==> config.mk <==
export PLATFORM = sky130hd
export DESIGN_NAME = clock_top
export DESIGN_NICKNAME = d
export VERILOG_FILES = /design/src/hdl/clock_pkg.sv /design/src/hdl/alarm_set.sv /design/src/hdl/clock_top.sv /design/src/hdl/display_scan.sv /design/src/hdl/mode_ctrl.sv /design/src/hdl/time_keeper.sv
export VERILOG_INCLUDE_DIRS = /design/src /design/src/hdl
export SDC_FILE = /design/constraint.sdc
export NUM_CORES = 1
export LEC_CHECK = 0
export BUFFER_PORTS_ARGS = -buffer_cell sky130_fd_sc_hd__buf_2
export CORE_UTILIZATION = 40
export CTS_CLUSTER_SIZE = 10
export DETAILED_ROUTE_END_ITERATION = 6
export PLACE_DENSITY = 0.55
export SETUP_SLACK_MARGIN = 0.4
export SLEW_MARGIN = 25
export SYNTH_ARGS = -nofsm -noshare
export SYNTH_HDL_FRONTEND = slang
export SYNTH_SLANG_ARGS = --single-unit
==> constraint.sdc <==
create_clock -name clk -period 7.5 [get_ports clk]
set_clock_uncertainty 0.2 [all_clocks]
set_input_delay 2.25 -clock clk [delete_from_list [all_inputs] [get_ports clk]]
set_output_delay 2.25 -clock clk [all_outputs]
set_load 0.01 [all_outputs]
==> src/hdl/clock_params.svh <==
`ifndef CLOCK_PARAMS_SVH
`define CLOCK_PARAMS_SVH

// --------------------------------------------------
// Timing scaled down for simulation
// --------------------------------------------------
`define CLK_TICKS_PER_SEC    32'd20
`define SCAN_TICKS_PER_DIGIT 4

// --------------------------------------------------
// Field limits
// --------------------------------------------------
`define SEC_MAX  6'd59
`define MIN_MAX  6'd59
`define HOUR_MAX 6'd23

// Display geometry
`define NUM_DIGITS 6
`define SEG_W      7  // Segments a..g

`endif

==> src/hdl/clock_pkg.sv <==
`include "clock_params.svh"

package clock_pkg;

  typedef struct packed {
    logic [5:0] hour;
    logic [5:0] min;
    logic [5:0] sec;
  } hms_t;

  typedef enum logic [1:0] {MODE_CLOCK, MODE_SETUP, MODE_ALARM} mode_t;

  typedef enum logic [1:0] {POS_SEC, POS_MIN, POS_HOUR} pos_t;

  // One-cycle press pulses
  typedef struct packed {
    logic mode;
    logic pos;
    logic inc;
    logic alarm;
  } btn_t;

  // Step one field with wrap at its top and no carry
  function automatic hms_t inc_field(hms_t t, pos_t p);
    hms_t r;
    r = t;
    case (p)
      POS_SEC:  r.sec  = (t.sec == `SEC_MAX) ? 6'd0 : t.sec + 6'd1;
      POS_MIN:  r.min  = (t.min == `MIN_MAX) ? 6'd0 : t.min + 6'd1;
      POS_HOUR: r.hour = (t.hour == `HOUR_MAX) ? 6'd0 : t.hour + 6'd1;
      default:  r = t;
    endcase
    return r;
  endfunction

endpackage

==> src/hdl/alarm_set.sv <==
`timescale 1ns/1ps

module alarm_set (
  input  logic             clk,
  input  logic             rst_n,
  input  clock_pkg::mode_t i_mode,
  input  clock_pkg::pos_t  i_pos,
  input  logic             i_inc,
  input  logic             i_alarm_en,
  input  clock_pkg::hms_t  i_now,
  output clock_pkg::hms_t  o_alarm_time,
  output logic             o_alarm
);

  logic hit;

  // --------------------------------------------------
  // Alarm time registers
  // --------------------------------------------------
  always_ff @(posedge clk or negedge rst_n) begin
    if (!rst_n) begin
      o_alarm_time <= '0;
    end else if (i_mode == clock_pkg::MODE_ALARM && i_inc) begin
      o_alarm_time <= clock_pkg::inc_field(o_alarm_time, i_pos);
    end
  end

  assign hit = (i_now == o_alarm_time);

  // Sticky until disabled
  always_ff @(posedge clk or negedge rst_n) begin
    if (!rst_n) begin
      o_alarm <= 1'b0;
    end else begin
      o_alarm <= i_alarm_en & (o_alarm | hit);
    end
  end

endmodule

==> src/hdl/clock_top.sv <==
`timescale 1ns/1ps

`include "clock_params.svh"

module clock_top (
  input  logic                   clk,
  input  logic                   rst_n,
  input  clock_pkg::btn_t        i_btn,
  output logic [`SEG_W-1:0]      o_seg,
  output logic [`NUM_DIGITS-1:0] o_seg_enb,
  output logic                   o_seg_dp,
  output logic                   o_alarm
);

  clock_pkg::mode_t mode;
  clock_pkg::pos_t  pos;
  logic             alarm_en;
  logic             inc;
  clock_pkg::hms_t  now;
  clock_pkg::hms_t  alarm_time;

  // --------------------------------------------------
  // Buttons and mode state
  // --------------------------------------------------
  mode_ctrl mode_ctrl_inst (
    .clk        (clk),
    .rst_n      (rst_n),
    .i_btn      (i_btn),
    .o_mode     (mode),
    .o_pos      (pos),
    .o_alarm_en (alarm_en),
    .o_inc      (inc)
  );

  time_keeper time_keeper_inst (
    .clk    (clk),
    .rst_n  (rst_n),
    .i_mode (mode),
    .i_pos  (pos),
    .i_inc  (inc),
    .o_now  (now)
  );

  alarm_set alarm_set_inst (
    .clk          (clk),
    .rst_n        (rst_n),
    .i_mode       (mode),
    .i_pos        (pos),
    .i_inc        (inc),
    .i_alarm_en   (alarm_en),
    .i_now        (now),
    .o_alarm_time (alarm_time),
    .o_alarm      (o_alarm)
  );

  // Seven-segment output
  display_scan display_scan_inst (
    .clk          (clk),
    .rst_n        (rst_n),
    .i_mode       (mode),
    .i_pos        (pos),
    .i_now        (now),
    .i_alarm_time (alarm_time),
    .o_seg        (o_seg),
    .o_seg_enb    (o_seg_enb),
    .o_seg_dp     (o_seg_dp)
  );

endmodule

==> src/hdl/display_scan.sv <==
`timescale 1ns/1ps

`include "clock_params.svh"

module display_scan (
  input  logic                   clk,
  input  logic                   rst_n,
  input  clock_pkg::mode_t       i_mode,
  input  clock_pkg::pos_t        i_pos,
  input  clock_pkg::hms_t        i_now,
  input  clock_pkg::hms_t        i_alarm_time,
  output logic [`SEG_W-1:0]      o_seg,
  output logic [`NUM_DIGITS-1:0] o_seg_enb,  // Active low
  output logic                   o_seg_dp
);

  logic [15:0]                  scan_cnt;
  logic [2:0]                   digit_idx;
  clock_pkg::hms_t              shown;
  logic [`NUM_DIGITS-1:0][3:0]  digits;
  logic [`NUM_DIGITS-1:0]       dp_mask;

  // Bit 6 is segment a
  function automatic logic [`SEG_W-1:0] seg_decode(input logic [3:0] num);
    case (num)
      4'd0:    seg_decode = 7'b111_1110;
      4'd1:    seg_decode = 7'b011_0000;
      4'd2:    seg_decode = 7'b110_1101;
      4'd3:    seg_decode = 7'b111_1001;
      4'd4:    seg_decode = 7'b011_0011;
      4'd5:    seg_decode = 7'b101_1011;
      4'd6:    seg_decode = 7'b101_1111;
      4'd7:    seg_decode = 7'b111_0000;
      4'd8:    seg_decode = 7'b111_1111;
      4'd9:    seg_decode = 7'b111_0011;
      default: seg_decode = 7'b000_0000;
    endcase
  endfunction

  // --------------------------------------------------
  // Digit scan counter
  // --------------------------------------------------
  always_ff @(posedge clk or negedge rst_n) begin
    if (!rst_n) begin
      scan_cnt  <= '0;
      digit_idx <= '0;
    end else if (scan_cnt == 16'(`SCAN_TICKS_PER_DIGIT - 1)) begin
      scan_cnt  <= '0;
      digit_idx <= (digit_idx == 3'(`NUM_DIGITS - 1)) ? 3'd0 : digit_idx + 3'd1;
    end else begin
      scan_cnt <= scan_cnt + 16'd1;
    end
  end

  // Digit 0 is seconds ones
  always_comb begin
    shown     = (i_mode == clock_pkg::MODE_ALARM) ? i_alarm_time : i_now;
    digits[0] = 4'(shown.sec % 6'd10);
    digits[1] = 4'(shown.sec / 6'd10);
    digits[2] = 4'(shown.min % 6'd10);
    digits[3] = 4'(shown.min / 6'd10);
    digits[4] = 4'(shown.hour % 6'd10);
    digits[5] = 4'(shown.hour / 6'd10);
  end

  // Decimal points mark the field being edited
  always_comb begin
    dp_mask = '0;
    if (i_mode != clock_pkg::MODE_CLOCK) begin
      case (i_pos)
        clock_pkg::POS_SEC:  dp_mask[1:0] = 2'b11;
        clock_pkg::POS_MIN:  dp_mask[3:2] = 2'b11;
        clock_pkg::POS_HOUR: dp_mask[5:4] = 2'b11;
        default:             dp_mask      = '0;
      endcase
    end
  end

  assign o_seg     = seg_decode(digits[digit_idx]);
  assign o_seg_enb = ~(`NUM_DIGITS'(1) << digit_idx);
  assign o_seg_dp  = dp_mask[digit_idx];

endmodule

==> src/hdl/mode_ctrl.sv <==
`timescale 1ns/1ps

module mode_ctrl (
  input  logic             clk,
  input  logic             rst_n,
  input  clock_pkg::btn_t  i_btn,
  output clock_pkg::mode_t o_mode,
  output clock_pkg::pos_t  o_pos,
  output logic             o_alarm_en,
  output logic             o_inc
);

  clock_pkg::btn_t btn_meta;
  clock_pkg::btn_t btn_sync;
  clock_pkg::btn_t btn_prev;  // For rising edge detect
  clock_pkg::btn_t press;

  // --------------------------------------------------
  // Synchronizer and edge pulse
  // --------------------------------------------------
  always_ff @(posedge clk or negedge rst_n) begin
    if (!rst_n) begin
      btn_meta <= '0;
      btn_sync <= '0;
      btn_prev <= '0;
      press    <= '0;
    end else begin
      btn_meta <= i_btn;
      btn_sync <= btn_meta;
      btn_prev <= btn_sync;
      press    <= btn_sync & ~btn_prev;  // One pulse per press
    end
  end

  // --------------------------------------------------
  // Mode, position, alarm enable
  // --------------------------------------------------
  always_ff @(posedge clk or negedge rst_n) begin
    if (!rst_n) begin
      o_mode     <= clock_pkg::MODE_CLOCK;
      o_pos      <= clock_pkg::POS_SEC;
      o_alarm_en <= 1'b0;
    end else begin
      if (press.mode) begin
        case (o_mode)
          clock_pkg::MODE_CLOCK: o_mode <= clock_pkg::MODE_SETUP;
          clock_pkg::MODE_SETUP: o_mode <= clock_pkg::MODE_ALARM;
          default:               o_mode <= clock_pkg::MODE_CLOCK;
        endcase
      end
      if (press.pos) begin
        case (o_pos)
          clock_pkg::POS_SEC: o_pos <= clock_pkg::POS_MIN;
          clock_pkg::POS_MIN: o_pos <= clock_pkg::POS_HOUR;
          default:            o_pos <= clock_pkg::POS_SEC;
        endcase
      end
      if (press.alarm)
        o_alarm_en <= ~o_alarm_en;
    end
  end

  assign o_inc = press.inc;

endmodule

==> src/hdl/time_keeper.sv <==
`timescale 1ns/1ps

`include "clock_params.svh"

module time_keeper (
  input  logic             clk,
  input  logic             rst_n,
  input  clock_pkg::mode_t i_mode,
  input  clock_pkg::pos_t  i_pos,
  input  logic             i_inc,
  output clock_pkg::hms_t  o_now
);

  logic [31:0] tick_cnt;
  logic        sec_tick;

  // --------------------------------------------------
  // One second tick
  // --------------------------------------------------
  assign sec_tick = (tick_cnt == `CLK_TICKS_PER_SEC - 32'd1);

  always_ff @(posedge clk or negedge rst_n) begin
    if (!rst_n) begin
      tick_cnt <= '0;
    end else if (sec_tick) begin
      tick_cnt <= '0;
    end else begin
      tick_cnt <= tick_cnt + 32'd1;
    end
  end

  // --------------------------------------------------
  // Hour, minute, second chain
  // --------------------------------------------------
  always_ff @(posedge clk or negedge rst_n) begin
    if (!rst_n) begin
      o_now <= '0;
    end else if (i_mode == clock_pkg::MODE_SETUP) begin
      // Time frozen while inc edits one field
      if (i_inc)
        o_now <= clock_pkg::inc_field(o_now, i_pos);
    end else if (sec_tick) begin
      if (o_now.sec == `SEC_MAX) begin
        o_now.sec <= 6'd0;
        if (o_now.min == `MIN_MAX) begin
          o_now.min <= 6'd0;
          if (o_now.hour == `HOUR_MAX)
            o_now.hour <= 6'd0;  // Midnight wrap
          else
            o_now.hour <= o_now.hour + 6'd1;
        end else begin
          o_now.min <= o_now.min + 6'd1;
        end
      end else begin
        o_now.sec <= o_now.sec + 6'd1;
      end
    end
  end

endmodule

======== Word level (Yosys, flattened, before mapping) ========
Memories as Yosys holds them, arrays and structs flattened.
Cells that the tools add are included.
word-level totals
  bits in registers ....................... 109
  ROM bits ................................ 112
  input port bits ......................... 6
  output and inout bits ................... 15
  logic and storage cells ................. 112
  memories kept ........................... 1
operators by class
  add/subtract/negate cells ............... 9
  divide/modulo/power cells ............... 6
  $lt $le $gt $ge ......................... 1
  eq/ne operators ......................... 18
  shift operators ......................... 1
  mux-type cells .......................... 28
  bitwise logic cells ..................... 6
  reduce and logical (&&, ||, !) cells .... 13
memory list
  memory            words  width  read ports  clocked after Yosys merged registers in  write ports  line                RTL
  (name not given)  16     7      1           0                                        0            display_scan.sv:25  case (num)
operators by type and width
  kind                     number
  $mux W18                 4
  $mux W6                  11
  $add A6 B1 Y6 const B    6
  $add A32 B1 Y32 const B  1
  $eq A32 B5 Y1 const B    1
  $mux W32                 1
  $eq A6 B6 Y1 const B     4
  $div A6 B4 Y6 const B    3
  $eq A18 B18 Y1           1
  $mod A6 B4 Y6 const B    3
  $add A16 B1 Y16 const B  1
  $eq A16 B2 Y1 const B    1
  $mux W16                 1
  $bmux W4 S3              1
  $eq A6 B5 Y1 const B     2
  $mux W12                 1
  $ne A2 B1 Y1 const B     4
  $pmux W2 S2              2
  $reduce_bool A2 Y1       4
  $mux W2                  3
  $not A6 Y6               1
  $reduce_and A2 Y1        3
  $shl A1 B3 Y6 const A    1
  $reduce_and A5 Y1        1
  18 further kinds         21

======== Longest topological paths before layout ========
  depth in word-level cells ............... 6
  mapped depth ............................ 18
  mapped depth without buffers ............ 16

======== By module ========
Synthesis repeated with hierarchy kept, for this count alone.
second synthesis, totals
  cell total of the unflattened synthesis .. 684
  area, all modules ....................... 6,839.1 um^2
modules (own cells, without submodules)
  module        times used  cells an instance  area each (um^2)  seq. area each (um^2)
  display_scan  1           306                2,596.2           475.5
  time_keeper   1           224                2,456.1           1,251.2
  alarm_set     1           118                1,164.9           475.5
  mode_ctrl     1           36                 621.8             525.5

======== Worst setup path before layout ========
OpenSTA, ideal clock, no wires.
  path type ............................... register to output
  start ................................... register alarm_set_inst.o_alarm_time[5] (netlist name)
  end ..................................... output port o_seg[1]
  arrival ................................. 3,272 ps
  setup slack ............................. 1,778 ps
  stages on the path, launching flop included .. 15
  buffers on the path ..................... 1
  path through ............................ dfrtp_1 -> clkbuf_1 -> and4bb_2 -> a31oi_2 -> o21a_1 -> ha_1 -> nand4_1 -> o2111a_1 -> or2_2 -> ha_1 -> a21bo_2 -> a21oi_1 -> o31ai_2 -> nor3_2 -> a311o_1
on the way
  word-level cells in the longest chain between the ends .. 5
RTL lines
  element                                                line                                    RTL
  from (decl)                                            alarm_set.sv:11                         output clock_pkg::hms_t o_alarm_time,
  from (signal assigned)                                 alarm_set.sv:24                         o_alarm_time <= clock_pkg::inc_field(o_alarm_time, i_pos);
  $mux W18 (*)                                           display_scan.sv:57                      shown = (i_mode == clock_pkg::MODE_ALARM) ? i_alarm_time : i_now;
  $mod A6 B4 Y6 / $div A6 B4 Y6 (equally long branches)  display_scan.sv:58, display_scan.sv:59
  $bmux W4 S3 (*)                                        display_scan.sv:79                      assign o_seg = seg_decode(digits[digit_idx]);
  $mux W4 (not written as such) (*)                      display_scan.sv:79
  $mem_v2 Z16 W7 (*)                                     -
  to (decl)                                              clock_top.sv:9                          output logic [`SEG_W-1:0] o_seg,
Every way passes the cells marked *; elsewhere a longest branch is shown, timed or not. The select of a mux whose other input is x is not followed.

======== Final worst setup path ========
  start ................................... register mode_ctrl_inst.o_mode[1]
  end ..................................... output port o_seg[1]
on the way
  word-level cells in the longest chain between the ends .. 6
RTL lines
  element                                line                RTL
  from (decl)                            mode_ctrl.sv:7      output clock_pkg::mode_t o_mode,
  from (signal assigned)                 mode_ctrl.sv:40     o_mode <= clock_pkg::MODE_CLOCK;
  from (signal assigned)                 mode_ctrl.sv:46     clock_pkg::MODE_CLOCK: o_mode <= clock_pkg::MODE_SETUP;
  from (signal assigned)                 mode_ctrl.sv:47     clock_pkg::MODE_SETUP: o_mode <= clock_pkg::MODE_ALARM;
  $eq A2 B2 Y1 (*)                       display_scan.sv:57
  $mux W18 (*)                           display_scan.sv:57
  $mod A6 B4 Y6 (tied with other cells)  display_scan.sv:58  digits[0] = 4'(shown.sec % 6'd10);
  $bmux W4 S3 (*)                        display_scan.sv:79
  $mux W4 (not written as such) (*)      display_scan.sv:79
  $mem_v2 Z16 W7 (*)                     -
Marks and branches as above.

==> qor.csv <==
stage,metric,value,unit
run_status,status,"complete, no violations",
clock_network,Num Clock Sinks,109,
floorplanning,floorplan row count,46,
routing,DR DRC count,0,
routing,DRT Pass-1 Iters,5,
timing,Final Critical Period,6.72,ns
critical_path,Worst EP arrival,4.27,ns
timing,Setup TNS,0,ns
routing,via-per-instance ratio,5.46,
placement,PortBufs,20,
routing,"antenna viol nets, final",0,
placement,GPL Wtd Cong,0.903,
critical_path,crit path kind,reg2out,
floorplanning,Die Span Y,131,um
hold_path,min-delay src,mode_ctrl_inst.btn_meta[2]$_DFF_PN0_,
synth,top_reg_cell synth,dfrtp_1,
routing,Post-Route WL,13900,um
power_and_ir_drop,LEAKAGE,3.14,nW
critical_path,r2r startpoint,time_keeper_inst.tick_cnt[0]$_DFF_PN0_,
critical_path,R2R cell count,9,
placement,placed insts,900,
timing,Tcrit/Tclk final,89.6,%
power_and_ir_drop,Max IR drop VDD,0.323,mV
hold_path,Worst Hold End,mode_ctrl_inst.btn_sync[2]$_DFF_PN0_,
synth,share of the synthesized area in the top cell type,40.8,%
global_route,largest net degree at the start of global routing,65,
routing,overall via count from detail_route,5003,
clock_network,clock latency on the worst-skew pair,0.36,ns
clock_network,Worst-path clk slew,0.08,ns
routing,Iter 0 DRT Violations,331,
synth,Synth Net Count,725,
timing,final setup fails,0,
critical_path,Critical Path Fanout Max,11,
layout,Area Growth Syn to Fin,8.01,%
synth,Post-Synthesis Cells,697,
critical_path,crit end category,primary output,
synth,most frequent cell after synthesis,dfrtp_1,
layout,fraction of layout cells with a size suffix above 1,12.0,%
critical_path,reg2reg end,time_keeper_inst.o_now[15]$_DFFE_PN0P_,
synth,Post-Syn Area,6690,sq um
global_route,first-pass GRT wire length,24400,um
clock_network,CTS tree,done,
placement,post-DP HPWL,10100,um
hold_path,Worst Hold Class,reg2reg,
timing,Slew HR,44.7,%
global_route,number of global-route vias before repair,4863,
synth,sequential-to-total area share from yosys stat,40.8,%
global_route,gr ovfl total,0,
synth,commonest cells in the netlist,"dfrtp_1 (109), nand2_1 (79), nor2_1 (45), xnor2_1 (45), nand4_1 (29)",
synth,Syn Area/Cell,9.60,sq um
synth,Yosys top cell by area,dfrtp_1,
timing,Slew Limit Fails,0,
clock_network,Max clock buf depth,2,
routing,WL/cell,15.1,um
floorplanning,DIE AREA,17200,sq um
synth,Post-synth EDFFs,0,
clock_network,H-tree depth,3,
synth,Post-synth ARST share,100,%
clock_network,cts hold-fix bufs,0,
critical_path,worst path required time,5.05,ns
clock_network,clock root buffer,clkbuf_16,
timing,Least-Margin Pin Slew,0.829,ns
floorplanning,Core ar.,16100,sq um
global_route,initial antenna violation count,0,
timing,"Hold Violations, Final",0,
floorplanning,Die Span X,131,um
timing,RSZ-0062 raised after global routing,no,
clock_network,Inserted Clock Buffers,9,
timing,Highest Clock Rate,149,MHz
synth,Unique masters post-synth,82,
global_route,GRT Overall Usage,17.2,%
synth,top post-synthesis cells by area,"dfrtp_1 (41%), xnor2_1 (5.9%), nand2_1 (4.4%)",
layout,fin cells,917,
floorplanning,Starting Density,41.5,%
critical_path,reg2reg setup slack,4.71,ns
floorplanning,Ports,21,
synth,post-synthesis register bit count,109,
critical_path,startpoint types,register,
power_and_ir_drop,Pwr Density,306,nW/um^2
layout,post-layout net count,724,
hold_path,WHS Path Cells,0,
layout,# diodes,0,
synth,yosys warns,0,
run,max_cap viols,0,
==> cells in the final DEF (no fill, tap or decap), types with 9 or more instances in the layout <==
cell type | Yosys | final
a21oi_1 | 13 | 13
o21ai_0 | 26 | 26
nor2b_1 | 20 | 19
nand2_1 | 79 | 79
nand3_1 | 25 | 25
mux2_2 | 17 | 17
inv_1 | 19 | 19
a31oi_1 | 10 | 10
ha_1 | 22 | 22
xor2_1 | 28 | 28
nor3_1 | 10 | 10
buf_2 | 6 | 19
xnor2_1 | 45 | 45
o211ai_1 | 11 | 11
nor2_1 | 45 | 45
nor4_1 | 12 | 12
clkbuf_16 | 0 | 9
dfrtp_1 | 109 | 109
nand4_1 | 29 | 29
and3_1 | 13 | 13
mux2i_1 | 16 | 15
==> worst max path at each step <==
stage,cells past startpoint,slack (ns),startpoint,to
floorplan,14,1.78,alarm_set_inst.o_alarm_time[5]$_DFFE_PN0P_,o_seg[1]
global placement,14,1.11,mode_ctrl_inst.o_mode[1]$_DFFE_PN0P_,o_seg[1]
detailed placement,14,0.92,mode_ctrl_inst.o_mode[1]$_DFFE_PN0P_,o_seg[1]
CTS,14,0.51,mode_ctrl_inst.o_mode[1]$_DFFE_PN0P_,o_seg[1]
global route,17,0.45,mode_ctrl_inst.o_mode[1]$_DFFE_PN0P_,o_seg[3]
finish,14,0.78,mode_ctrl_inst.o_mode[1]$_DFFE_PN0P_,o_seg[1]
==> layout make-up <==
type | count | area, sq um
clock buffer | 9 | 225
clock inverter | 7 | 72.6
fill | 1546 | 8890
inverter | 22 | 82.6
multi-input combinational | 531 | 3720
sequential | 109 | 2730
tap | 216 | 270
timing repair buffer | 23 | 125
==> flip-flops by register name (all words and copies together) (netlist names) <==
name / cells
alarm_set_inst.o_alarm: 1
alarm_set_inst.o_alarm_time: 18
display_scan_inst.digit_idx: 3
display_scan_inst.scan_cnt: 16
mode_ctrl_inst.btn_meta: 4
mode_ctrl_inst.btn_prev: 4
mode_ctrl_inst.btn_sync: 4
mode_ctrl_inst.o_alarm_en: 1
mode_ctrl_inst.o_inc: 1
mode_ctrl_inst.o_mode: 2
mode_ctrl_inst.o_pos: 2
mode_ctrl_inst.press: 3
time_keeper_inst.o_now: 18
time_keeper_inst.tick_cnt: 32
==> repair_timing <==
item,4_1_cts,5_1_grt
buffers inserted,0,1
hold endpoints to repair,0,0
gates resized for setup,0,2
setup endpoints to repair,0,7
==> worst max-delay path: stages, from the launching register on <==
cell,delay (ns)
dfrtp_1,0.55
nor2b_4,0.37
mux2i_2,0.42
o21a_1,0.20
ha_1,0.20
nand4_1,0.09
o2111a_1,0.21
or2_2,0.33
ha_1,0.20
o21a_1,0.19
a211oi_1,0.41
a211oi_4,0.15
nor3b_1,0.18
a311o_1,0.28
buf_2,0.14
==> where the power goes <==
part	leakage, nW	switching (mW)	internal, mW
registers	1.45	0.105	0.639
logic	1.54	0.529	0.457
clock network	0.144	0.241	0.237
total	3.14	0.875	1.33
==> routing by layer <==
layer / wire, um / vias up / global-route usage (%)
met5: 0 / - / 0
met4: 262 / 0 / 7.11
met3: 318 / 20 / 2.62
met2: 6350 / 64 / 26.7
met1: 6950 / 2428 / 23.9
li1: - / 2491 / -
==> per-stage QoR <==
stage | area [sq um] | power, mW | utilization [%] | hold WS, ns | setup WS [ns]
after global routing | 7220 | 2.37 | 44.8 | 0.163 | 0.455
after detailed placement | 6910 | 1.73 | 42.9 | 0.135 | 0.922
after floorplan | 6690 | 1.50 | - | 0.131 | 1.78
after CTS | 7210 | 2.22 | 44.7 | 0.152 | 0.511
final | 7220 | 2.21 | 44.8 | 0.150 | 0.779
after global placement | 6910 | 1.70 | 42.9 | 0.133 | 1.11
==> logic make-up after synthesis <==
logic type / synth area share (%)
flops: 40.8
mux: 5.42
buf+inv: 3.76
simple gates: 22.6
xor+xnor: 9.56
compound gates: 13.7
fa+ha+maj: 4.12
No activity file was read; power rests on OpenSTA's default activity.
